File: src/source/wb_pkg.sv
package wb_pkg;

    // --------------------------------------------------
    // Widths and plain vector types

    localparam int XLEN = 32;

    typedef logic [XLEN-1:0] xlen_t;       // Data word
    typedef logic [4:0]      reg_addr_t;   // GPR index
    typedef logic [4:0]      fu_t;         // One-hot functional unit
    typedef logic [4:0]      uop_t;        // Micro-op code
    typedef logic [11:0]     csr_addr_t;
    typedef logic [5:0]      trap_cause_t;
    typedef logic [1:0]      isize_t;      // Instruction size in halfwords

    // --------------------------------------------------
    // Functional unit bits of fu_t

    localparam int P_FU_ALU = 0;
    localparam int P_FU_MUL = 1;
    localparam int P_FU_LSU = 2;
    localparam int P_FU_CFU = 3;
    localparam int P_FU_CSR = 4;

    // CSR micro-op bits
    localparam int CSR_READ  = 0;
    localparam int CSR_WRITE = 1;
    localparam int CSR_SET   = 2;
    localparam int CSR_CLEAR = 3;

    // LSU micro-op bits and size field in uop[2:1]
    localparam int LSU_SIGNED = 0;
    localparam int LSU_LOAD   = 3;
    localparam int LSU_STORE  = 4;

    localparam logic [1:0] LSU_BYTE = 2'd1;
    localparam logic [1:0] LSU_HALF = 2'd2;
    localparam logic [1:0] LSU_WORD = 2'd3;

    // CFU micro-ops
    localparam uop_t CFU_JALI   = 5'd1;
    localparam uop_t CFU_JALR   = 5'd2;
    localparam uop_t CFU_LINK   = 5'd3;    // Link write only
    localparam uop_t CFU_MRET   = 5'd4;
    localparam uop_t CFU_EBREAK = 5'd5;
    localparam uop_t CFU_ECALL  = 5'd6;
    localparam uop_t CFU_PT_C   = 5'd7;    // Predicted taken, correct
    localparam uop_t CFU_PT_W   = 5'd8;    // Predicted taken, wrong
    localparam uop_t CFU_PNT_C  = 5'd9;    // Predicted not taken, correct
    localparam uop_t CFU_PNT_W  = 5'd10;   // Predicted not taken, wrong

    // --------------------------------------------------
    // Trap causes and reset PC

    localparam trap_cause_t TRAP_BREAKPT  = 6'd3;
    localparam trap_cause_t TRAP_LDACCESS = 6'd5;
    localparam trap_cause_t TRAP_STACCESS = 6'd7;
    localparam trap_cause_t TRAP_ECALLM   = 6'd11;

    localparam xlen_t PC_RESET = 32'h8000_0000;

    // Side effect finished while the pipeline is still stalled
    typedef enum logic {
        PH_WORK,
        PH_DONE
    } wb_phase_t;

endpackage

File: src/source/wb_ctrl.sv
`timescale 1ns/1ps

module wb_ctrl (
    input  logic              g_clk,
    input  logic              g_resetn,
    input  logic              s4_valid,
    input  wb_pkg::fu_t       s4_fu,
    input  wb_pkg::uop_t      s4_uop,
    input  wb_pkg::isize_t    s4_size,
    input  wb_pkg::xlen_t     s4_opr_a,
    input  wb_pkg::xlen_t     s4_opr_b,
    input  logic              cf_need,      // Resolver wants a control-flow change
    input  wb_pkg::xlen_t     cf_next_pc,
    input  logic              cf_ack,
    input  logic              dmem_recv,
    input  logic              dmem_error,
    output logic              phase_done,
    output wb_pkg::xlen_t     pc,
    output wb_pkg::xlen_t     pc_next_seq,
    output logic              progress,
    output logic              s4_busy,
    output logic              cf_req,
    output logic              dmem_ack,
    output logic              hold_lsu_req,
    output logic              lsu_err,
    output logic              lsu_wen,
    output logic              csr_rd_wen,
    output logic              csr_en,
    output logic              csr_wr,
    output logic              csr_wr_set,
    output logic              csr_wr_clr,
    output wb_pkg::csr_addr_t csr_addr,
    output wb_pkg::xlen_t     csr_wdata,
    output logic              trs_valid
);
    import wb_pkg::*;

    wb_phase_t phase;
    wb_phase_t phase_nxt;
    logic      err_q;       // Bus error taken, trap still to be requested
    logic      fu_lsu;
    logic      fu_csr;
    logic      rsp_take;    // Memory response consumed this cycle
    logic      side_done;

    assign fu_lsu     = s4_valid && s4_fu[P_FU_LSU];
    assign fu_csr     = s4_valid && s4_fu[P_FU_CSR];
    assign phase_done = (phase == PH_DONE);

    // --------------------------------------------------
    // Handshakes and stall

    // Request held until acked, then dropped by PH_DONE
    assign cf_req = s4_valid && cf_need && !phase_done;

    // Expect a response until one is taken
    assign dmem_ack = fu_lsu && !phase_done && !err_q;
    assign rsp_take = dmem_ack && dmem_recv;

    // Error turns into a trap request
    assign lsu_err = (rsp_take && dmem_error) || err_q;
    assign lsu_wen = rsp_take && !dmem_error && s4_uop[LSU_LOAD];   // Load data valid

    assign s4_busy      = cf_req || (dmem_ack && !dmem_recv);
    assign progress     = s4_valid && !s4_busy;
    assign hold_lsu_req = cf_req || dmem_ack;   // No new LSU request yet

    // --------------------------------------------------
    // CSR strobe, one cycle per instruction

    // No CSR access from a trapping instruction
    assign csr_en     = fu_csr && !cf_need && !phase_done;
    assign csr_wr     = csr_en && s4_uop[CSR_WRITE];
    assign csr_wr_set = csr_en && s4_uop[CSR_SET];
    assign csr_wr_clr = csr_en && s4_uop[CSR_CLEAR];
    assign csr_addr   = s4_opr_b[11:0];
    assign csr_wdata  = s4_opr_a;
    assign csr_rd_wen = csr_en && s4_uop[CSR_READ];     // Read value to rd

    // --------------------------------------------------
    // Phase state

    assign side_done = (cf_req && cf_ack) || csr_en;

    always_comb begin
        phase_nxt = phase;
        if (progress) begin
            phase_nxt = PH_WORK;                        // Next instruction
        end else if (side_done) begin
            phase_nxt = PH_DONE;
        end
    end

    always_ff @(posedge g_clk) begin
        if (!g_resetn) begin
            phase <= PH_WORK;
            err_q <= 1'b0;
        end else begin
            phase <= phase_nxt;
            if (progress) begin
                err_q <= 1'b0;
            end else if (rsp_take && dmem_error) begin
                err_q <= 1'b1;
            end
        end
    end

    // --------------------------------------------------
    // Program counter

    assign pc_next_seq = pc + xlen_t'({s4_size, 1'b0});

    // PC keeps the instruction's own address until retire
    // so trace, trap PC and link data stay right while acked
    always_ff @(posedge g_clk) begin
        if (!g_resetn) begin
            pc <= PC_RESET;
        end else if (progress) begin
            pc <= cf_next_pc;
        end
    end

    assign trs_valid = progress && (s4_size != '0);    // Zero size is a bubble

endmodule

File: src/source/wb_cf_resolve.sv
`timescale 1ns/1ps

module wb_cf_resolve (
    input  wb_pkg::fu_t         s4_fu,
    input  wb_pkg::uop_t        s4_uop,
    input  logic                s4_trap,
    input  wb_pkg::xlen_t       s4_opr_a,
    input  wb_pkg::xlen_t       pc_next_seq,
    input  logic                lsu_err,
    input  wb_pkg::xlen_t       csr_mepc,
    input  wb_pkg::xlen_t       csr_mtvec,
    input  logic                progress,
    output logic                cf_need,
    output wb_pkg::xlen_t       cf_target,
    output wb_pkg::xlen_t       cf_next_pc,
    output logic                link_wen,
    output logic                trap_cpu,
    output wb_pkg::trap_cause_t trap_cause,
    output logic                exec_mret
);
    import wb_pkg::*;

    logic fu_cfu;
    logic cfu_jali;
    logic cfu_jalr;
    logic cfu_link;
    logic cfu_mret;
    logic cfu_ebreak;
    logic cfu_ecall;
    logic pred_wrong;   // Branch went the other way
    logic tgt_opra;     // Destination carried in operand A
    logic tgt_npc;      // Destination is the fall-through PC
    logic lsu_load;
    logic lsu_store;

    // --------------------------------------------------
    // Micro-op decode

    assign fu_cfu     = s4_fu[P_FU_CFU];
    assign cfu_jali   = fu_cfu && (s4_uop == CFU_JALI);
    assign cfu_jalr   = fu_cfu && (s4_uop == CFU_JALR);
    assign cfu_link   = fu_cfu && (s4_uop == CFU_LINK);
    assign cfu_mret   = fu_cfu && (s4_uop == CFU_MRET);
    assign cfu_ebreak = fu_cfu && (s4_uop == CFU_EBREAK);
    assign cfu_ecall  = fu_cfu && (s4_uop == CFU_ECALL);

    assign pred_wrong = fu_cfu && (s4_uop == CFU_PT_W || s4_uop == CFU_PNT_W);

    assign tgt_opra = cfu_jali || cfu_jalr || cfu_link ||
                      (fu_cfu && (s4_uop == CFU_PT_C || s4_uop == CFU_PNT_W));
    assign tgt_npc  = fu_cfu && (s4_uop == CFU_PT_W || s4_uop == CFU_PNT_C);

    assign lsu_load  = s4_fu[P_FU_LSU] && s4_uop[LSU_LOAD];
    assign lsu_store = s4_fu[P_FU_LSU] && s4_uop[LSU_STORE];

    // --------------------------------------------------
    // Request and target

    assign trap_cpu = cfu_ebreak || cfu_ecall || s4_trap || lsu_err;

    // LINK and correct predictions need no redirect
    assign cf_need = pred_wrong || cfu_jalr || cfu_mret || trap_cpu;

    always_comb begin
        if (trap_cpu) begin
            cf_target = csr_mtvec;                      // Any trap to the handler
        end else if (cfu_mret) begin
            cf_target = csr_mepc;
        end else if (tgt_npc) begin
            cf_target = pc_next_seq;
        end else begin
            cf_target = s4_opr_a;
        end
    end

    // PC after retire
    always_comb begin
        if (cf_need) begin
            cf_next_pc = cf_target;
        end else if (tgt_opra) begin
            cf_next_pc = s4_opr_a;
        end else begin
            cf_next_pc = pc_next_seq;
        end
    end

    assign link_wen = cfu_jali || cfu_jalr || cfu_link;

    // --------------------------------------------------
    // Trap cause in priority order

    always_comb begin
        if (lsu_err && lsu_load) begin
            trap_cause = TRAP_LDACCESS;
        end else if (lsu_err && lsu_store) begin
            trap_cause = TRAP_STACCESS;
        end else if (cfu_ebreak) begin
            trap_cause = TRAP_BREAKPT;
        end else if (cfu_ecall) begin
            trap_cause = TRAP_ECALLM;
        end else begin
            trap_cause = s4_opr_a[5:0];                 // Earlier stage cause
        end
    end

    assign exec_mret = cfu_mret && progress;            // One pulse at retire

endmodule

File: src/source/wb_load_align.sv
`timescale 1ns/1ps

module wb_load_align (
    input  wb_pkg::uop_t  s4_uop,
    input  wb_pkg::xlen_t s4_opr_a,     // Byte strobes in [3:0]
    input  wb_pkg::xlen_t s4_opr_b,     // Access address
    input  wb_pkg::xlen_t dmem_rdata,
    output wb_pkg::xlen_t load_data
);
    import wb_pkg::*;

    logic [3:0]  strb;
    logic [1:0]  addr;
    logic        ld_byte;
    logic        ld_half;
    logic        ld_word;
    logic        ld_signed;
    logic [7:0]  byte0;
    logic [7:0]  byte1;
    logic [15:0] upper;

    assign strb      = s4_opr_a[3:0];
    assign addr      = s4_opr_b[1:0];
    assign ld_byte   = (s4_uop[2:1] == LSU_BYTE);
    assign ld_half   = (s4_uop[2:1] == LSU_HALF);
    assign ld_word   = (s4_uop[2:1] == LSU_WORD);
    assign ld_signed = s4_uop[LSU_SIGNED];

    // --------------------------------------------------
    // Byte lanes into place

    // Low byte from the addressed lane
    assign byte0 = {8{strb[0]}}                    & dmem_rdata[7:0]   |
                   {8{ld_byte && addr == 2'b01}}   & dmem_rdata[15:8]  |
                   {8{ld_byte && addr == 2'b10}}   & dmem_rdata[23:16] |
                   {8{ld_half && addr[1]}}         & dmem_rdata[23:16] |
                   {8{ld_byte && addr == 2'b11}}   & dmem_rdata[31:24];

    // Second byte or sign of a byte load
    assign byte1 = {8{ld_byte && ld_signed}}       & {8{byte0[7]}}     |
                   {8{ld_half && !addr[1]}}        & dmem_rdata[15:8]  |
                   {8{ld_half && addr[1]}}         & dmem_rdata[31:24] |
                   {8{ld_word}}                    & dmem_rdata[15:8];

    // Upper half is the sign or the word
    assign upper = {16{(ld_byte || ld_half) && ld_signed}} & {16{byte1[7]}} |
                   {16{ld_word}}                           & dmem_rdata[31:16];

    assign load_data = {upper, byte1, byte0};

endmodule

File: src/source/wb_gpr_select.sv
`timescale 1ns/1ps

module wb_gpr_select (
    input  wb_pkg::fu_t       s4_fu,
    input  logic              s4_trap,
    input  wb_pkg::xlen_t     s4_opr_a,
    input  logic              csr_rd_wen,
    input  logic              lsu_wen,
    input  logic              link_wen,
    input  wb_pkg::xlen_t     csr_rdata,
    input  wb_pkg::xlen_t     load_data,
    input  wb_pkg::xlen_t     pc_next_seq,
    input  wb_pkg::reg_addr_t s4_rd,
    output logic              gpr_wen,
    output wb_pkg::reg_addr_t gpr_rd,
    output wb_pkg::xlen_t     gpr_wdata
);
    import wb_pkg::*;

    logic ex_wen;   // ALU or MUL result in operand A

    assign ex_wen = s4_fu[P_FU_ALU] || s4_fu[P_FU_MUL];

    // --------------------------------------------------
    // Write enable and data

    // Trapping instruction leaves rd untouched
    assign gpr_wen = !s4_trap && (ex_wen || csr_rd_wen || lsu_wen || link_wen);

    assign gpr_rd = s4_rd;

    // One source active per instruction
    assign gpr_wdata = {XLEN{ex_wen}}     & s4_opr_a    |
                       {XLEN{csr_rd_wen}} & csr_rdata   |
                       {XLEN{lsu_wen}}    & load_data   |
                       {XLEN{link_wen}}   & pc_next_seq;    // Return address

endmodule

File: src/source/frv_writeback.sv
`timescale 1ns/1ps

module frv_writeback (
    input  logic                g_clk,
    input  logic                g_resetn,
    input  logic                s4_valid,
    input  wb_pkg::reg_addr_t   s4_rd,
    input  wb_pkg::xlen_t       s4_opr_a,
    input  wb_pkg::xlen_t       s4_opr_b,
    input  wb_pkg::uop_t        s4_uop,
    input  wb_pkg::fu_t         s4_fu,
    input  logic                s4_trap,
    input  wb_pkg::isize_t      s4_size,
    input  logic [31:0]         s4_instr,
    output logic                s4_busy,
    output logic                cf_req,
    output wb_pkg::xlen_t       cf_target,
    input  logic                cf_ack,
    input  logic                dmem_recv,
    output logic                dmem_ack,
    input  wb_pkg::xlen_t       dmem_rdata,
    input  logic                dmem_error,
    output logic                csr_en,
    output logic                csr_wr,
    output logic                csr_wr_set,
    output logic                csr_wr_clr,
    output wb_pkg::csr_addr_t   csr_addr,
    output wb_pkg::xlen_t       csr_wdata,
    input  wb_pkg::xlen_t       csr_rdata,
    output logic                gpr_wen,
    output wb_pkg::reg_addr_t   gpr_rd,
    output wb_pkg::xlen_t       gpr_wdata,
    output wb_pkg::reg_addr_t   fwd_s4_rd,
    output wb_pkg::xlen_t       fwd_s4_wdata,
    output logic                fwd_s4_load,
    output logic                fwd_s4_csr,
    output logic                trap_cpu,
    output wb_pkg::trap_cause_t trap_cause,
    output wb_pkg::xlen_t       trap_pc,
    output logic                exec_mret,
    input  wb_pkg::xlen_t       csr_mepc,
    input  wb_pkg::xlen_t       csr_mtvec,
    output logic                hold_lsu_req,
    output wb_pkg::xlen_t       trs_pc,
    output logic [31:0]         trs_instr,
    output logic                trs_valid
);
    import wb_pkg::*;

    logic  phase_done;
    xlen_t pc;
    xlen_t pc_next_seq;
    logic  progress;
    logic  lsu_err;
    logic  lsu_wen;
    logic  csr_rd_wen;
    logic  cf_need;
    xlen_t cf_next_pc;
    logic  link_wen;
    logic  link_wr;     // Link write only while the jump is pending
    xlen_t load_data;
    fu_t   fu_vld;      // Unit field of a valid instruction
    logic  trap_vld;

    assign fu_vld   = s4_fu & {$bits(fu_t){s4_valid}};
    assign trap_vld = s4_valid && s4_trap;
    assign link_wr  = link_wen && !phase_done;

    // --------------------------------------------------
    // Submodules

    wb_ctrl u_wb_ctrl (
        .g_clk       (g_clk),
        .g_resetn    (g_resetn),
        .s4_valid    (s4_valid),
        .s4_fu       (s4_fu),
        .s4_uop      (s4_uop),
        .s4_size     (s4_size),
        .s4_opr_a    (s4_opr_a),
        .s4_opr_b    (s4_opr_b),
        .cf_need     (cf_need),
        .cf_next_pc  (cf_next_pc),
        .cf_ack      (cf_ack),
        .dmem_recv   (dmem_recv),
        .dmem_error  (dmem_error),
        .phase_done  (phase_done),
        .pc          (pc),
        .pc_next_seq (pc_next_seq),
        .progress    (progress),
        .s4_busy     (s4_busy),
        .cf_req      (cf_req),
        .dmem_ack    (dmem_ack),
        .hold_lsu_req(hold_lsu_req),
        .lsu_err     (lsu_err),
        .lsu_wen     (lsu_wen),
        .csr_rd_wen  (csr_rd_wen),
        .csr_en      (csr_en),
        .csr_wr      (csr_wr),
        .csr_wr_set  (csr_wr_set),
        .csr_wr_clr  (csr_wr_clr),
        .csr_addr    (csr_addr),
        .csr_wdata   (csr_wdata),
        .trs_valid   (trs_valid)
    );

    wb_cf_resolve u_wb_cf_resolve (
        .s4_fu       (fu_vld),
        .s4_uop      (s4_uop),
        .s4_trap     (trap_vld),
        .s4_opr_a    (s4_opr_a),
        .pc_next_seq (pc_next_seq),
        .lsu_err     (lsu_err),
        .csr_mepc    (csr_mepc),
        .csr_mtvec   (csr_mtvec),
        .progress    (progress),
        .cf_need     (cf_need),
        .cf_target   (cf_target),
        .cf_next_pc  (cf_next_pc),
        .link_wen    (link_wen),
        .trap_cpu    (trap_cpu),
        .trap_cause  (trap_cause),
        .exec_mret   (exec_mret)
    );

    wb_load_align u_wb_load_align (
        .s4_uop      (s4_uop),
        .s4_opr_a    (s4_opr_a),
        .s4_opr_b    (s4_opr_b),
        .dmem_rdata  (dmem_rdata),
        .load_data   (load_data)
    );

    wb_gpr_select u_wb_gpr_select (
        .s4_fu       (fu_vld),
        .s4_trap     (trap_vld),
        .s4_opr_a    (s4_opr_a),
        .csr_rd_wen  (csr_rd_wen),
        .lsu_wen     (lsu_wen),
        .link_wen    (link_wr),
        .csr_rdata   (csr_rdata),
        .load_data   (load_data),
        .pc_next_seq (pc_next_seq),
        .s4_rd       (s4_rd),
        .gpr_wen     (gpr_wen),
        .gpr_rd      (gpr_rd),
        .gpr_wdata   (gpr_wdata)
    );

    // --------------------------------------------------
    // Forwarding, trap PC and trace

    assign fwd_s4_rd    = gpr_rd;
    assign fwd_s4_wdata = gpr_wdata;
    assign fwd_s4_load  = fu_vld[P_FU_LSU] && s4_uop[LSU_LOAD];     // Data may be late
    assign fwd_s4_csr   = fu_vld[P_FU_CSR];

    assign trap_pc   = pc;
    assign trs_pc    = pc;
    assign trs_instr = s4_instr;

endmodule

File: config.mk
export PLATFORM = sky130hd
export DESIGN_NAME = frv_writeback
export DESIGN_NICKNAME = d
export VERILOG_FILES = /design/src/source/wb_pkg.sv /design/src/source/wb_ctrl.sv /design/src/source/wb_cf_resolve.sv /design/src/source/wb_load_align.sv /design/src/source/wb_gpr_select.sv /design/src/source/frv_writeback.sv
export SDC_FILE = /design/constraint.sdc
export NUM_CORES = 1
export LEC_CHECK = 0
export ABC_CLOCK_PERIOD_IN_PS = 4700
export BUFFER_PORTS_ARGS = -buffer_cell sky130_fd_sc_hd__buf_2
export CAP_MARGIN = 20
export CORE_AREA = 2 2 201 203
export CTS_CLUSTER_DIAMETER = 30
export CTS_CLUSTER_SIZE = 12
export DETAILED_ROUTE_END_ITERATION = 16
export DIE_AREA = 0 0 203 205
export GPL_ROUTABILITY_DRIVEN = 0
export GPL_TIMING_DRIVEN = 0
export SYNTH_ARGS = -nofsm -noshare
export SYNTH_HDL_FRONTEND = slang
export SYNTH_SLANG_ARGS = --single-unit
File: constraint.sdc
create_clock -name g_clk -period 4.7 [get_ports g_clk]
set_clock_uncertainty 0.2 [all_clocks]
set_input_delay 0.94 -clock g_clk [delete_from_list [all_inputs] [get_ports g_clk]]
set_output_delay 0.94 -clock g_clk [all_outputs]
set_load 0.02 [all_outputs]
After elaboration in Yosys (flattened, before gate mapping)
Index checks and enable logic that the tools add are counted.
{"block": "totals", "register_bits": 34, "latchBits": 0, "ram_bits": 0, "romBits": 0, "in_bits": 248, "output_inout_bits": 266, "word_cells": 132, "n_memories": 0}
{"block": "classes", "addsub": 1, "n_mul": 0, "div_mod_pow": 0, "order_cmp": 0, "n_eq_ne": 16, "shifts": 0, "muxes": 9, "bitwise_logic": 28, "reduce_logical": 75}
{"op": "$mux W32", "count": 5}
{"op": "$and A32 B32 Y32", "count": 4}
{"op": "$or A32 B32 Y32", "count": 3}
{"op": "$and A8 B8 Y8", "count": 9}
{"op": "$or A8 B8 Y8", "count": 7}
{"op": "$logic_and A1 B1 Y1", "count": 44}
{"op": "$add A32 B3 Y32", "count": 1}
{"op": "$and A16 B16 Y16", "count": 2}
{"op": "$mux W6", "count": 4}
{"op": "$logic_or A1 B1 Y1", "count": 21}
{"op": "$eq A5 B3 Y1 const B", "count": 4}
{"op": "$or A16 B16 Y16", "count": 1}
{"op": "$eq A5 B4 Y1 const B", "count": 3}
{"op": "$eq A5 B2 Y1 const B", "count": 2}
{"op": "$eq A2 B2 Y1 const B", "count": 4}
{"op": "$logic_not A1 Y1", "count": 8}
{"op": "$and A5 B5 Y5", "count": 1}
{"op": "$eq A5 B1 Y1 const B", "count": 1}
{"op": "$eq A2 B1 Y1 const B", "count": 2}
{"op": "$reduce_bool A2 Y1", "count": 1}
{"op": "$reduce_or A2 Y1", "count": 1}
{"op": "$not A1 Y1", "count": 1}

Depth between registers and ports, before layout
Gate-level depths: netlist of the first run.
{"block": "logic_depth", "word_depth": 16, "mapped_depth": 13, "mapped_depth_nobuf": 8}

By module
A second synthesis of the first run with hierarchy kept.
{"block": "unflattened", "cells_unflattened": 1072, "area_unflattened_um2": 7180.6}
{"module": "wb_cf_resolve", "n_inst": 1, "cells_per_inst": 423, "area_per_inst_um2": 2476.1, "seq_area_each_um2": 0.0}
{"module": "wb_ctrl", "n_inst": 1, "cells_per_inst": 316, "area_per_inst_um2": 2448.6, "seq_area_each_um2": 680.7}
{"module": "frv_writeback", "n_inst": 1, "cells_per_inst": 109, "area_per_inst_um2": 815.8, "seq_area_each_um2": 0.0}
{"module": "wb_gpr_select", "n_inst": 1, "cells_per_inst": 122, "area_per_inst_um2": 784.5, "seq_area_each_um2": 0.0}
{"module": "wb_load_align", "n_inst": 1, "cells_per_inst": 102, "area_per_inst_um2": 655.6, "seq_area_each_um2": 0.0}

Least setup slack after synthesis of the first run
Ideal clock, no wire load.
{"block": "synth_timing", "path_kind": "input to output", "start": "in s4_uop[2]", "end": "out gpr_wdata[22]", "t_arrival_ns": 3.505, "required_ns": 3.560, "setup_slack_ns": 0.055, "stages": 13, "n_path_buf": 5, "cell_sequence": "clkbuf_1 inv_1 ha_1 and3_1 clkbuf_1 a22o_1 o311a_1 clkbuf_1 o211a_2 clkbuf_1 a21oi_1 o21ai_1 buf_4"}
{"block": "synth_via", "elab_chain_cells": 16, "word_cells_on_any_way": 64, "cone_classes": "eq/ne (11); bitwise (24); reduce/logical (29)"}
{"element": "start: declaration", "line": "frv_writeback.sv:10", "rtl": "input wb_pkg::uop_t s4_uop,"}
{"element": "$eq A2 B1 Y1", "line": "wb_load_align.sv:24", "rtl": "assign ld_byte = (s4_uop[2:1] == LSU_BYTE);"}
{"element": "$logic_and A1 B1 Y1", "line": "wb_load_align.sv:34", "rtl": "{8{ld_byte && addr == 2'b01}} & dmem_rdata[15:8] |"}
{"element": "$and A8 B8 Y8", "line": "wb_load_align.sv:34"}
{"element": "$or A8 B8 Y8", "line": "wb_load_align.sv:33", "rtl": "assign byte0 = {8{strb[0]}} & dmem_rdata[7:0] |"}
{"element": "$or A8 B8 Y8", "line": "wb_load_align.sv:34"}
{"element": "$or A8 B8 Y8", "line": "wb_load_align.sv:35", "rtl": "{8{ld_byte && addr == 2'b10}} & dmem_rdata[23:16] |"}
{"element": "$or A8 B8 Y8", "line": "wb_load_align.sv:36", "rtl": "{8{ld_half && addr[1]}} & dmem_rdata[23:16] |"}
{"element": "$and A8 B8 Y8", "line": "wb_load_align.sv:40", "rtl": "assign byte1 = {8{ld_byte && ld_signed}} & {8{byte0[7]}} |"}
{"element": "$or A8 B8 Y8", "line": "wb_load_align.sv:40"}
{"element": "$or A8 B8 Y8", "line": "wb_load_align.sv:41", "rtl": "{8{ld_half && !addr[1]}} & dmem_rdata[15:8] |"}
{"element": "$or A8 B8 Y8", "line": "wb_load_align.sv:42", "rtl": "{8{ld_half && addr[1]}} & dmem_rdata[31:24] |"}
{"element": "$and A16 B16 Y16", "line": "wb_load_align.sv:46", "rtl": "assign upper = {16{(ld_byte || ld_half) && ld_signed}} & {16{byte1[7]}} |"}
{"element": "$or A16 B16 Y16", "line": "wb_load_align.sv:46"}
{"element": "$and A32 B32 Y32", "line": "wb_gpr_select.sv:35", "rtl": "{XLEN{lsu_wen}} & load_data |"}
{"element": "$or A32 B32 Y32", "line": "wb_gpr_select.sv:34", "rtl": "{XLEN{csr_rd_wen}} & csr_rdata |"}
{"element": "$or A32 B32 Y32 *", "line": "wb_gpr_select.sv:35"}
{"element": "end: declaration", "line": "frv_writeback.sv:32", "rtl": "output wb_pkg::xlen_t gpr_wdata,"}
Every way passes the cells marked *; elsewhere a longest branch is shown, timed or not.

Final worst setup path of the first run
{"block": "layout_timing", "start": "in s4_size[0]", "end": "out gpr_wdata[29]"}
{"block": "layout_via", "elab_chain_cells": 3}
{"element": "start: declaration", "line": "frv_writeback.sv:13", "rtl": "input wb_pkg::isize_t s4_size,"}
{"element": "$add A32 B3 Y32", "line": "wb_ctrl.sv:111", "rtl": "assign pc_next_seq = pc + xlen_t'({s4_size, 1'b0});"}
{"element": "$and A32 B32 Y32", "line": "wb_gpr_select.sv:36", "rtl": "{XLEN{link_wen}} & pc_next_seq;"}
{"element": "$or A32 B32 Y32", "line": "wb_gpr_select.sv:35"}
No other way between the ends.

==> flow_metrics.tcl, run 1 <==
set metrics [dict create \
    nNetsFinal 1686 \
    cp.arrival_ps 3780 \
    dr_wl_met2_um 24150 \
    crit_chain "buf_8 > ha_4 > fa_2 > nand2_4 > or4_4 > buf_4 > buf_8 > o31ai_4 > nand2_1 > a222oi_1 > o21ai_1 > buf_4 > buf_4" \
    place_inst 1931 \
    min_period_ps 4920 \
    fp.coreArea_um2 39370 \
    post_drt_via_cell_ratio 5.228 \
    top_layer "met5" \
    drc 0 \
    final_cell_count_no_fill 1973 \
    firstDrtPassIters 8 \
    layout-drive-gt1-share_pct 52.23 \
    grt_pass1_wl_um 68270 \
    start_util_pct 16.74 \
    setup_ws_ps -220.0 \
    final_cell_area_um2 10360 \
    cts_buffers 5 \
    dr_wl_met3_um 6338 \
    wl_um 51530 \
    violations "negative setup slack" \
    route.vias.total 10315 \
    status "finished with violations" \
    post-route-period-util_pct 104.7 \
    powerDensity_nw_per_um2 191.5 \
    hp-class "flop to flop" \
    wl_met1_um 18760 \
    io_buffer_count 444 \
    antenna_found_initial 32 \
    async_reset_ff_share_pct 0 \
    syn_area_per_cell_um2 6.856 \
    leakage_nw 5.093 \
    cp-start-kind "input port" \
    wl_per_cell_um 26.12 \
    ant_nets 0 \
    synth_seq_cells 34 \
    endpoint "gpr_wdata[29]" \
    crit_slowest_cell "a222oi_1" \
    dr.first_iter.drc_count 1159 \
    worstReg2RegStart "u_wb_ctrl.phase_done" \
    yosysUniqueCellTypes 82 \
    die_y_um 205 \
    area_growth_pct 57.20 \
    synth_enable_flop_cells 0 \
    crit_required_ps 3560 \
    synth_flop_cell "dfxtp_1" \
    path_max_fanout 5 \
    fmax_ghz 0.2033 \
    seq_area_frac_synth_pct 10.33 \
    die-area_um2 41620 \
    cts_hold_buf 0 \
    crit_top_cell "buf_4" \
    timing.hold.ws_ps 352.0 \
    postPlaceCellArea_um2 9475 \
    tritoncts "yes" \
    path_class "input port to primary output" \
    maxCapViolations 0 \
    h-tree-depth 2 \
    max_stage_delay_ps 660 \
    end_kind "primary output" \
    hpwl_um 42690 \
    r2r_end "u_wb_ctrl.pc[23]" \
    synth_nets 1215 \
    grt_pass1_vias 9314 \
    reg2regPathDepth 7 \
    setup_viol 7 \
    tightest_slew_ps 1028 \
    rsz0062_at_grt "true" \
    grt_max_degree 20 \
    cts_max_path_buffers 2 \
    netlist_instances 961 \
    synth.cell_area_um2 6589 \
    cts.root.buffer_cell "clkbuf_16" \
    slew_headroom_pct 31.11 \
    reg2reg_setup_slack_ps 1400 \
    yosysWarnings 0 \
    io_pins 514 \
    irDropWorstVdd_uv 141.4 \
    drv_slew 0 \
    path_clk_slew_ps 60 \
    rows 73 \
    grt_usage_pct 23.11 \
    clk_latency_ps 300 \
    cts.sinks 34 \
    grt-ovfl-total 0 \
    die_x_um 203 \
    finalHoldViolations 0 \
    startpoint "s4_size[0]" \
]
## cell usage in the layout, fill, tap and decap left out, types with 17 or more instances in the layout
cell type / n
and3_1: 18
a21oi_1: 41
nand3_1: 41
clkbuf_1: 32
nand2_1: 84
a221oi_1: 17
o21ai_0: 39
nor2_1: 65
buf_4: 180
nor3_1: 26
o211ai_1: 19
a31oi_1: 17
buf_2: 453
dfxtp_1: 33
## worst min path at each step
stage / end / cells past startpoint / slack, ps / start
after floorplan: u_wb_ctrl.err_q / 2 / 280 / u_wb_ctrl.err_q
after global placement: u_wb_ctrl.err_q / 2 / 310 / u_wb_ctrl.err_q
after detailed placement: u_wb_ctrl.err_q / 2 / 320 / u_wb_ctrl.err_q
after CTS: u_wb_ctrl.err_q / 2 / 340 / u_wb_ctrl.err_q
after global routing: u_wb_ctrl.err_q / 2 / 360 / u_wb_ctrl.err_q
final: u_wb_ctrl.err_q / 2 / 350 / u_wb_ctrl.err_q
## layout make-up
type,instances,area [um^2]
Antenna cell,16,40.04
Buffer,217,1474
Clock buffer,6,138.9
Clock inverter,1,30.03
Fill cell,4396,29010
Inverter,12,45.04
Multi-Input combinational cell,689,4798
Sequential cell,34,681.9
Tap cell,525,656.9
Timing Repair Buffer,473,2492
## worst max-delay path: cells and delay by family
kind / cells / cell delay (ps)
and+or+nand+nor: 3 / 630
adders and majority gates: 2 / 390
buffers and inverters: 5 / 750
AOI/OAI and AO/OA: 3 / 1070
## registers in the layout (all words and copies together), names as in the netlist
register,count
u_wb_ctrl.err_q,1
u_wb_ctrl.pc,32
u_wb_ctrl.phase_done,1
## logic make-up (layout without fill, tap and decap cells)
kind of cell	after synthesis	after routing	share of synthesized area [%]
xor gates and xnor gates	14	14	1.861
DFF	34	34	10.33
adders and majority gates	6	6	1.253
and+or+nand+nor	338	338	26.93
AOI/OAI and AO/OA	315	315	34.39
buffers and inverters	238	709	22.62
muxes	16	16	2.621
other	0	16	0
## power by group
part / internal [W] / switching [W]
Sequential: 0.000313 / 0.0000664
Clock: 0.000263 / 0.000161
Combinational: 0.000443 / 0.000736
## metrics by stage
stage	TNS [ps]	worst slack [ps]	power (W)	utilization, %
3_3_place_gp	-27830	-742.0	0.001497	24.05
6_report	-601.5	-220.0	0.001983	26.31
2_1_floorplan	0	54.74	0.001010	-
4_1_cts	-288.9	-118.5	0.001942	25.43
5_1_grt	-1370	-217.2	0.002048	26.26
3_5_place_dp	-29050	-817.9	0.001504	24.07
## layer usage
layer  track usage, %  up-vias
li1                 -     4449
met1            26.38     4807
met2            39.85      861
met3            8.272      170
met4            7.951       28
met5                0        -
## cell usage after synthesis (6+ instances only)
| master | number | area share [%] |
|---|---|---|
| buf_4 | 150 | 17 |
| nand2_1 | 85 | 4.8 |
| nor2_1 | 67 | 3.8 |
| a21oi_1 | 55 | 4.2 |
| clkbuf_1 | 52 | 3.0 |
| nand3_1 | 43 | 3.3 |
| o21ai_0 | 41 | 3.1 |
| dfxtp_1 | 34 | 10 |
| nor3_1 | 27 | 2.1 |
| a221oi_1 | 24 | 3.2 |
| buf_2 | 21 | 1.6 |
| and3_1 | 20 | 1.9 |
| o21ai_1 | 20 | 1.5 |
| o211ai_1 | 19 | 2.2 |
| a31oi_1 | 17 | 1.6 |
| o31ai_1 | 17 | 1.9 |
| a222oi_1 | 16 | 2.4 |
| a211o_1 | 13 | 1.7 |
| a21o_1 | 13 | 1.5 |
| and2_1 | 11 | 1.0 |
| inv_1 | 10 | 0.57 |
| mux2_2 | 10 | 1.7 |
| or4_1 | 10 | 1.1 |
| nor4_1 | 9 | 0.85 |
| o21a_1 | 9 | 1.0 |
| or3_1 | 8 | 0.76 |
| a211oi_1 | 7 | 0.80 |
| nand2b_1 | 7 | 0.66 |
| nand4_1 | 7 | 0.66 |
| o22a_1 | 7 | 0.93 |
| xnor2_1 | 7 | 0.93 |
| xor2_1 | 7 | 0.93 |
| mux2i_1 | 6 | 0.91 |
| nand3b_1 | 6 | 0.68 |
| o31a_1 | 6 | 0.80 |
| o41ai_1 | 6 | 0.80 |
## timing repair
item,4_1_cts,5_1_grt
gates resized for setup,76,52
pin swaps,15,18
buffers inserted,12,16
endpoints found under the setup margin,89,49
(Power assumes the default switching activity.)
==> inputs of run 2 (changes only) <==
Settings changed: ABC_AREA set to 1, CORE_AREA 2 2 201 203 to 2 2 198 200, DIE_AREA 0 0 203 205 to 0 0 200 202.
==> flow_metrics.tcl, run 2 <==
set metrics [dict create \
    status "complete, no violations" \
    rows 72 \
    slew_headroom_pct 42.44 \
    fmax_ghz 0.2174 \
    die-area_um2 40400 \
    yosysUniqueCellTypes 45 \
    syn_area_per_cell_um2 5.309 \
    final_common_cell "nand2_1" \
    end_kind "primary output" \
    powerDensity_nw_per_um2 188.8 \
    reg2regPathDepth 13 \
    io_buffer_count 445 \
    tritoncts "yes" \
    p_total_w 0.001898 \
    grt_pass1_vias 9884 \
    maxCapViolations 0 \
    firstDrtPassIters 6 \
    grtUsageMet3_pct 4.388 \
    cts.sinks 34 \
    grt-busiest-layer "met2" \
    synth_top_area_share_pct 27.66 \
    antenna_found_initial 13 \
    final_cell_count_no_fill 2293 \
    largest_reg_flops 32 \
    die_x_um 200 \
    layout-drive-gt1-share_pct 38.65 \
    path_max_fanout 10 \
    grt_pass1_wl_um 64120 \
    setup_viol 0 \
    dr.first_iter.drc_count 742 \
    seq_area_frac_synth_pct 9.758 \
    cts_max_path_buffers 2 \
    reg2reg_setup_slack_ps 1700 \
    fillers 4460 \
    path_class "input port to primary output" \
    synth_top_cells_by_count "514 x nand2_1, 157 x buf_4, 122 x nor2_1, 91 x inv_1, 76 x a21oi_1" \
    whs_path_depth 2 \
    cts.root.buffer_cell "clkbuf_16" \
    yosys.area.top_type "nand2_1" \
    rsz0062_at_grt "true" \
    nNetsFinal 2020 \
    largest-register "u_wb_ctrl.pc" \
    io_pins 514 \
    grt_use_met2_pct 37.33 \
    h-tree-depth 2 \
    hp-class "flop to flop" \
    fp.coreArea_um2 38290 \
    clk_latency_ps 300 \
    grt_util_met1_pct 25.47 \
    crit_required_ps 3560 \
    min_period_ps 4600 \
    die_y_um 202 \
    cts_buffers 5 \
    ys_top_cells_by_area "nand2_1 28%, buf_4 17%, dfxtp_1 9.8%" \
    synth_nets 1568 \
    wl_per_cell_um 20.17 \
    drv_slew 0 \
    area_growth_pct 44.09 \
    start_util_pct 18.22 \
    seq_area_um2 680.7 \
    path_clk_slew_ps 60 \
    ant_nets 0 \
    post-route-period-util_pct 97.86 \
    netlist_instances 1314 \
    place_inst 2278 \
    multi_input_area_um2 4526 \
    cp.arrival_ps 3460 \
    drc 0 \
    wl_um 46240 \
    grt_usage_pct 21.98 \
    synth.most_common_cell "nand2_1" \
    route.vias.total 10415 \
    synth_flop_cell "dfxtp_1" \
    synth_enable_flop_cells 0 \
    synth_seq_cells 34 \
    grt_max_degree 11 \
    finalHoldViolations 0 \
    post_drt_via_cell_ratio 4.542 \
    yosysWarnings 0 \
    irDropWorstVdd_uv 118.9 \
    layout_common_cells "513 x nand2_1, 466 x buf_2, 158 x buf_4" \
    hpwl_um 39310 \
    postCtsSetupBuffers 0 \
    cts_hold_buf 0 \
    synth.cell_area_um2 6975 \
    tightest_slew_ps 863.3 \
    grt-ovfl-total 0 \
    cp-start-kind "input port" \
    leakage_nw 5.647 \
    async_reset_ff_share_pct 0 \
]
## run 2: per-stage QoR
step | area, um^2 | hold slack [ps] | setup TNS, ps | setup WS, ps | utilization [%]
finish | 10050 | 341.4 | 0 | 100.4 | 26.25
floorplan | 6975 | 318.9 | 0 | 770.7 | -
CTS | 10020 | 334.5 | 0 | 36.24 | 26.16
global route | 10050 | 359.1 | -251.5 | -90.54 | 26.24
detailed placement | 9858 | 318.4 | -293.5 | -108.7 | 25.75
global placement | 9851 | 306.5 | -966.1 | -205.7 | 25.73
## run 2: report_power, final
group / total, W / leakage, nW / switching [W] / internal, W
clock network: 0.000367 / 0.0739 / 0.000156 / 0.000211
logic: 0.00116 / 5.29 / 0.000737 / 0.000420
registers: 0.000374 / 0.279 / 0.0000594 / 0.000315
total: 0.00190 / 5.65 / 0.000952 / 0.000946
## run 2: layer usage
layer	vias up	routed length [um]
met5	-	65
met4	12	2428
met3	134	3664
met2	599	21920
met1	4721	18160
li1	4949	-
## run 2: layout make-up
| class | count | area share, % |
|---|---|---|
| multi-input cells | 976 | 45.03 |
| repair buffers | 446 | 22.23 |
| plain buffers | 202 | 14.05 |
| flip-flops and latches | 34 | 6.772 |
| well taps | 518 | 6.448 |
| inverters | 101 | 3.797 |
| clock buffers | 7 | 1.419 |
| diodes | 8 | 0.1992 |
| clock inverters | 1 | 0.04979 |
## run 2: path summary, 6_finish.rpt
kind / from / endpoint
max: s4_uop[0] / gpr_wdata[28]
min: u_wb_ctrl.pc[1] / u_wb_ctrl.pc[1]
max reg2reg: u_wb_ctrl.pc[1] / u_wb_ctrl.pc[7]
min reg2reg: u_wb_ctrl.pc[1] / u_wb_ctrl.pc[1]
## run 2: repair_timing
item | 4_1_cts | 5_1_grt
pin swaps | 0 | 1
cloned | 0 | 0
gates resized for setup | 2 | 5
endpoints found under the setup margin | 8 | 16
## run 2: logic make-up after synthesis
group,Yosys count,share of synthesized area [%]
AOI/OAI and AO/OA,181,15.37
xor gates and xnor gates,8,1.005
adders and majority gates,6,1.184
buffers and inverters,304,25.79
DFF,34,9.758
muxes,1,0.1435
and+or+nand+nor,780,46.74
## run 2: worst max-delay path, cell delays in order
cell and delay [ps]:
buf_2 170, inv_2 110, nand2_1 80, nand4_1 250
nor2_4 140, inv_2 220, clkbuf_1 640, o22ai_1 330
a21oi_1 200, nand2_1 100, buf_4 130, buf_2 140
==> inputs of run 3 (changes only) <==
Settings changed: CORE_AREA 2 2 198 200 to 2 2 197 199, CTS_CLUSTER_DIAMETER 30 to not set, DIE_AREA 0 0 200 202 to 0 0 199 201, SYNTH_HIERARCHICAL set to 1.
==> flow_metrics.tcl, run 3 <==
set metrics [dict create \
    tritoncts "yes" \
    cp.arrival_ps 3420 \
    hp-class "flop to flop" \
    tightest_slew_ps 640.3 \
    cp-start-kind "input port" \
    path_class "input port to primary output" \
    wl_um 44930 \
    largest-register "u_wb_ctrl/pc" \
    layout_common_cells "618 x nand2_1, 462 x buf_2, 242 x inv_1" \
    crit_top_cell "inv_1" \
    timing.critical_path.buf_inv 10 \
    setup_viol 0 \
    maxCapViolations 0 \
    cts_buffers 5 \
    die_x_um 199 \
    synth_enable_flop_cells 0 \
    cts.root.buffer_cell "clkbuf_16" \
    finalHoldViolations 0 \
    path_clk_slew_ps 60 \
    nNetsFinal 2321 \
    synth_nets 1862 \
    ys_top_cells_by_area "nand2_1 28%, buf_4 15%, nand3_1 12%" \
    wl_per_cell_um 17.37 \
    irDropWorstVdd_uv 119.0 \
    io_buffer_count 445 \
    cp_top_family "buffers and inverters" \
    max_stage_delay_ps 240 \
    area_growth_pct 38.13 \
    route.vias.total 11422 \
    drv_slew 0 \
    yosys.area.top_type "nand2_1" \
    post-route-period-util_pct 97.04 \
    die_y_um 201 \
    status "complete, no violations" \
    crit_chain "buf_4 > buf_6 > inv_4 > nor2_8 > nand2_2 > inv_1 > nand3_2 > nand2_2 > inv_1 > nand2_2 > nor2_8 > nand2_8 > buf_4 > nand2_4 > nand3_4 > buf_6 > inv_1 > inv_1 > nor2_1 > buf_2" \
    hpwl_um 39200 \
    crit_slowest_cell "buf_4" \
    dr.first_iter.drc_count 1072 \
    end_kind "primary output" \
    final_util_pct 30.16 \
    path_max_fanout 16 \
    synth_seq_cells 34 \
    grt-ovfl-total 0 \
    cts.sinks 34 \
    rsz0062_at_grt "true" \
    async_reset_ff_share_pct 0 \
    cts_max_path_buffers 2 \
    post_drt_via_cell_ratio 4.417 \
    die-area_um2 40000 \
    fp.coreArea_um2 38110 \
    slew_headroom_pct 57.32 \
    antenna_found_initial 3 \
    layout-drive-gt1-share_pct 35.11 \
    start_util_pct 21.84 \
    drc 0 \
    seq_area_frac_synth_pct 8.179 \
    powerDensity_nw_per_um2 183.1 \
    crit_required_ps 3560 \
    grt_max_degree 17 \
    firstDrtPassIters 6 \
    yosysWarnings 6 \
    min_period_ps 4561 \
    p_total_w 0.002105 \
    synth.most_common_cell "nand2_1" \
    grt_pass1_vias 10002 \
    syn_area_per_cell_um2 5.175 \
    largest_reg_flops 32 \
    synth_top_area_share_pct 28.06 \
    n_antenna_cell 0 \
    final_common_cell "nand2_1" \
    clk_latency_ps 290 \
    rows 72 \
    leakage_nw 7.095 \
    fmax_ghz 0.2193 \
    synth_flop_cell "dfxtp_1" \
    synth_top_cells_by_count "622 x nand2_1, 243 x inv_1, 194 x nand3_1, 163 x buf_4, 98 x nor2_1" \
    netlist_instances 1608 \
    ant_nets 0 \
    grt_usage_pct 21.09 \
    synth.cell_area_um2 8322 \
    grt_pass1_wl_um 62030 \
    io_pins 514 \
    yosysUniqueCellTypes 37 \
    cts_hold_buf 0 \
    h-tree-depth 2 \
]
[run 3: cell types whose count changed after synthesis, sizes merged, moves of 24 or more]
cell | previous run | this run
nor2 | 131 | 107
nand2 | 521 | 647
o21ai | 41 | 5
inv | 100 | 253
nand3b | 2 | 36
nand3 | 76 | 198
a21oi | 76 | 3
[run 3: worst paths after layout]
check / start / end / slack [ps] / depth (start not counted)
worst max-delay path: s4_valid / exec_mret / 140 / 20
worst min-delay path: u_wb_ctrl/err_q / u_wb_ctrl/err_q / 300 / 2
worst min register to register: u_wb_ctrl/err_q / u_wb_ctrl/err_q / 300 / 2
worst max register to register: u_wb_ctrl/pc[1] / u_wb_ctrl/pc[31] / 1450 / 17
[run 3: cell type report]
type | instances | area (um^2)
plain buffers | 222 | 1612
clock buffers | 5 | 125.1
clock inverters | 3 | 40.04
fillers | 4410 | 26610
inverters | 257 | 972.2
multi-input cells | 1094 | 5127
flip-flops and latches | 34 | 680.7
well taps | 518 | 648.1
repair buffers | 453 | 2290
[run 3: repair_timing]
item,4_1_cts,5_1_grt
gates resized for setup,10,10
buffers inserted,5,2
hold endpoints to repair,0,0
pin swaps,3,2
endpoints found under the setup margin,73,21
[run 3: cells by family (layout without fill, tap and decap cells)]
logic type,after synthesis,in the layout,share of synthesized area (%)
AO/OA/AOI/OAI,15,15,1.443
XOR/XNOR,15,15,1.579
adder cells (fa/ha/maj),6,6,0.9923
buffers and inverters,480,940,30.93
flip-flops,34,34,8.179
AND/OR/NAND/NOR,1058,1058,56.88
[run 3: worst register-to-register path, stage by stage (launching register included)]
cell	delay, ps
dfxtp_1	390
ha_1	190
inv_1	60
fa_1	460
nor2_4	250
nand2_2	120
nor2_2	250
nand2_1	80
nand2_1	60
nand2_1	120
inv_1	80
nand3_1	80
nand3_1	180
nand3_1	140
nand3_1	170
nand2_1	100
nand4_1	100
nand3_1	80
[run 3: per-layer routing]
layer	share of wire (%)	up-vias	GRT usage, %
li1	-	5617	-
met1	42	5124	27.81
met2	48	649	37.01
met3	9.0	28	3.075
met4	1.2	4	2.719
met5	0.047	-	0
[run 3: per-stage QoR]
step | hold WS (ps) | TNS (ps) | setup slack, ps | instance area, um^2 | std cells
final | 298.1 | 0 | 139.0 | 11490 | 2586
after global routing | 343.5 | -13.22 | -6.493 | 11490 | 2586
after CTS | 302.4 | 0 | 23.08 | 11440 | 2584
after detailed placement | 277.0 | -55380 | -1022 | 11210 | 2572
after global placement | 270.9 | -50350 | -965.3 | 11210 | 2571
after floorplan | 257.9 | 0 | 66.03 | 8333 | 1608
[run 3: power breakdown]
group	total (W)	leakage (nW)	internal, W	switching (W)
clock network	0.000381	0.0836	0.000248	0.000133
logic	0.00134	6.73	0.000504	0.000834
registers	0.000385	0.281	0.000319	0.0000665
total	0.00210	7.09	0.00107	0.00103
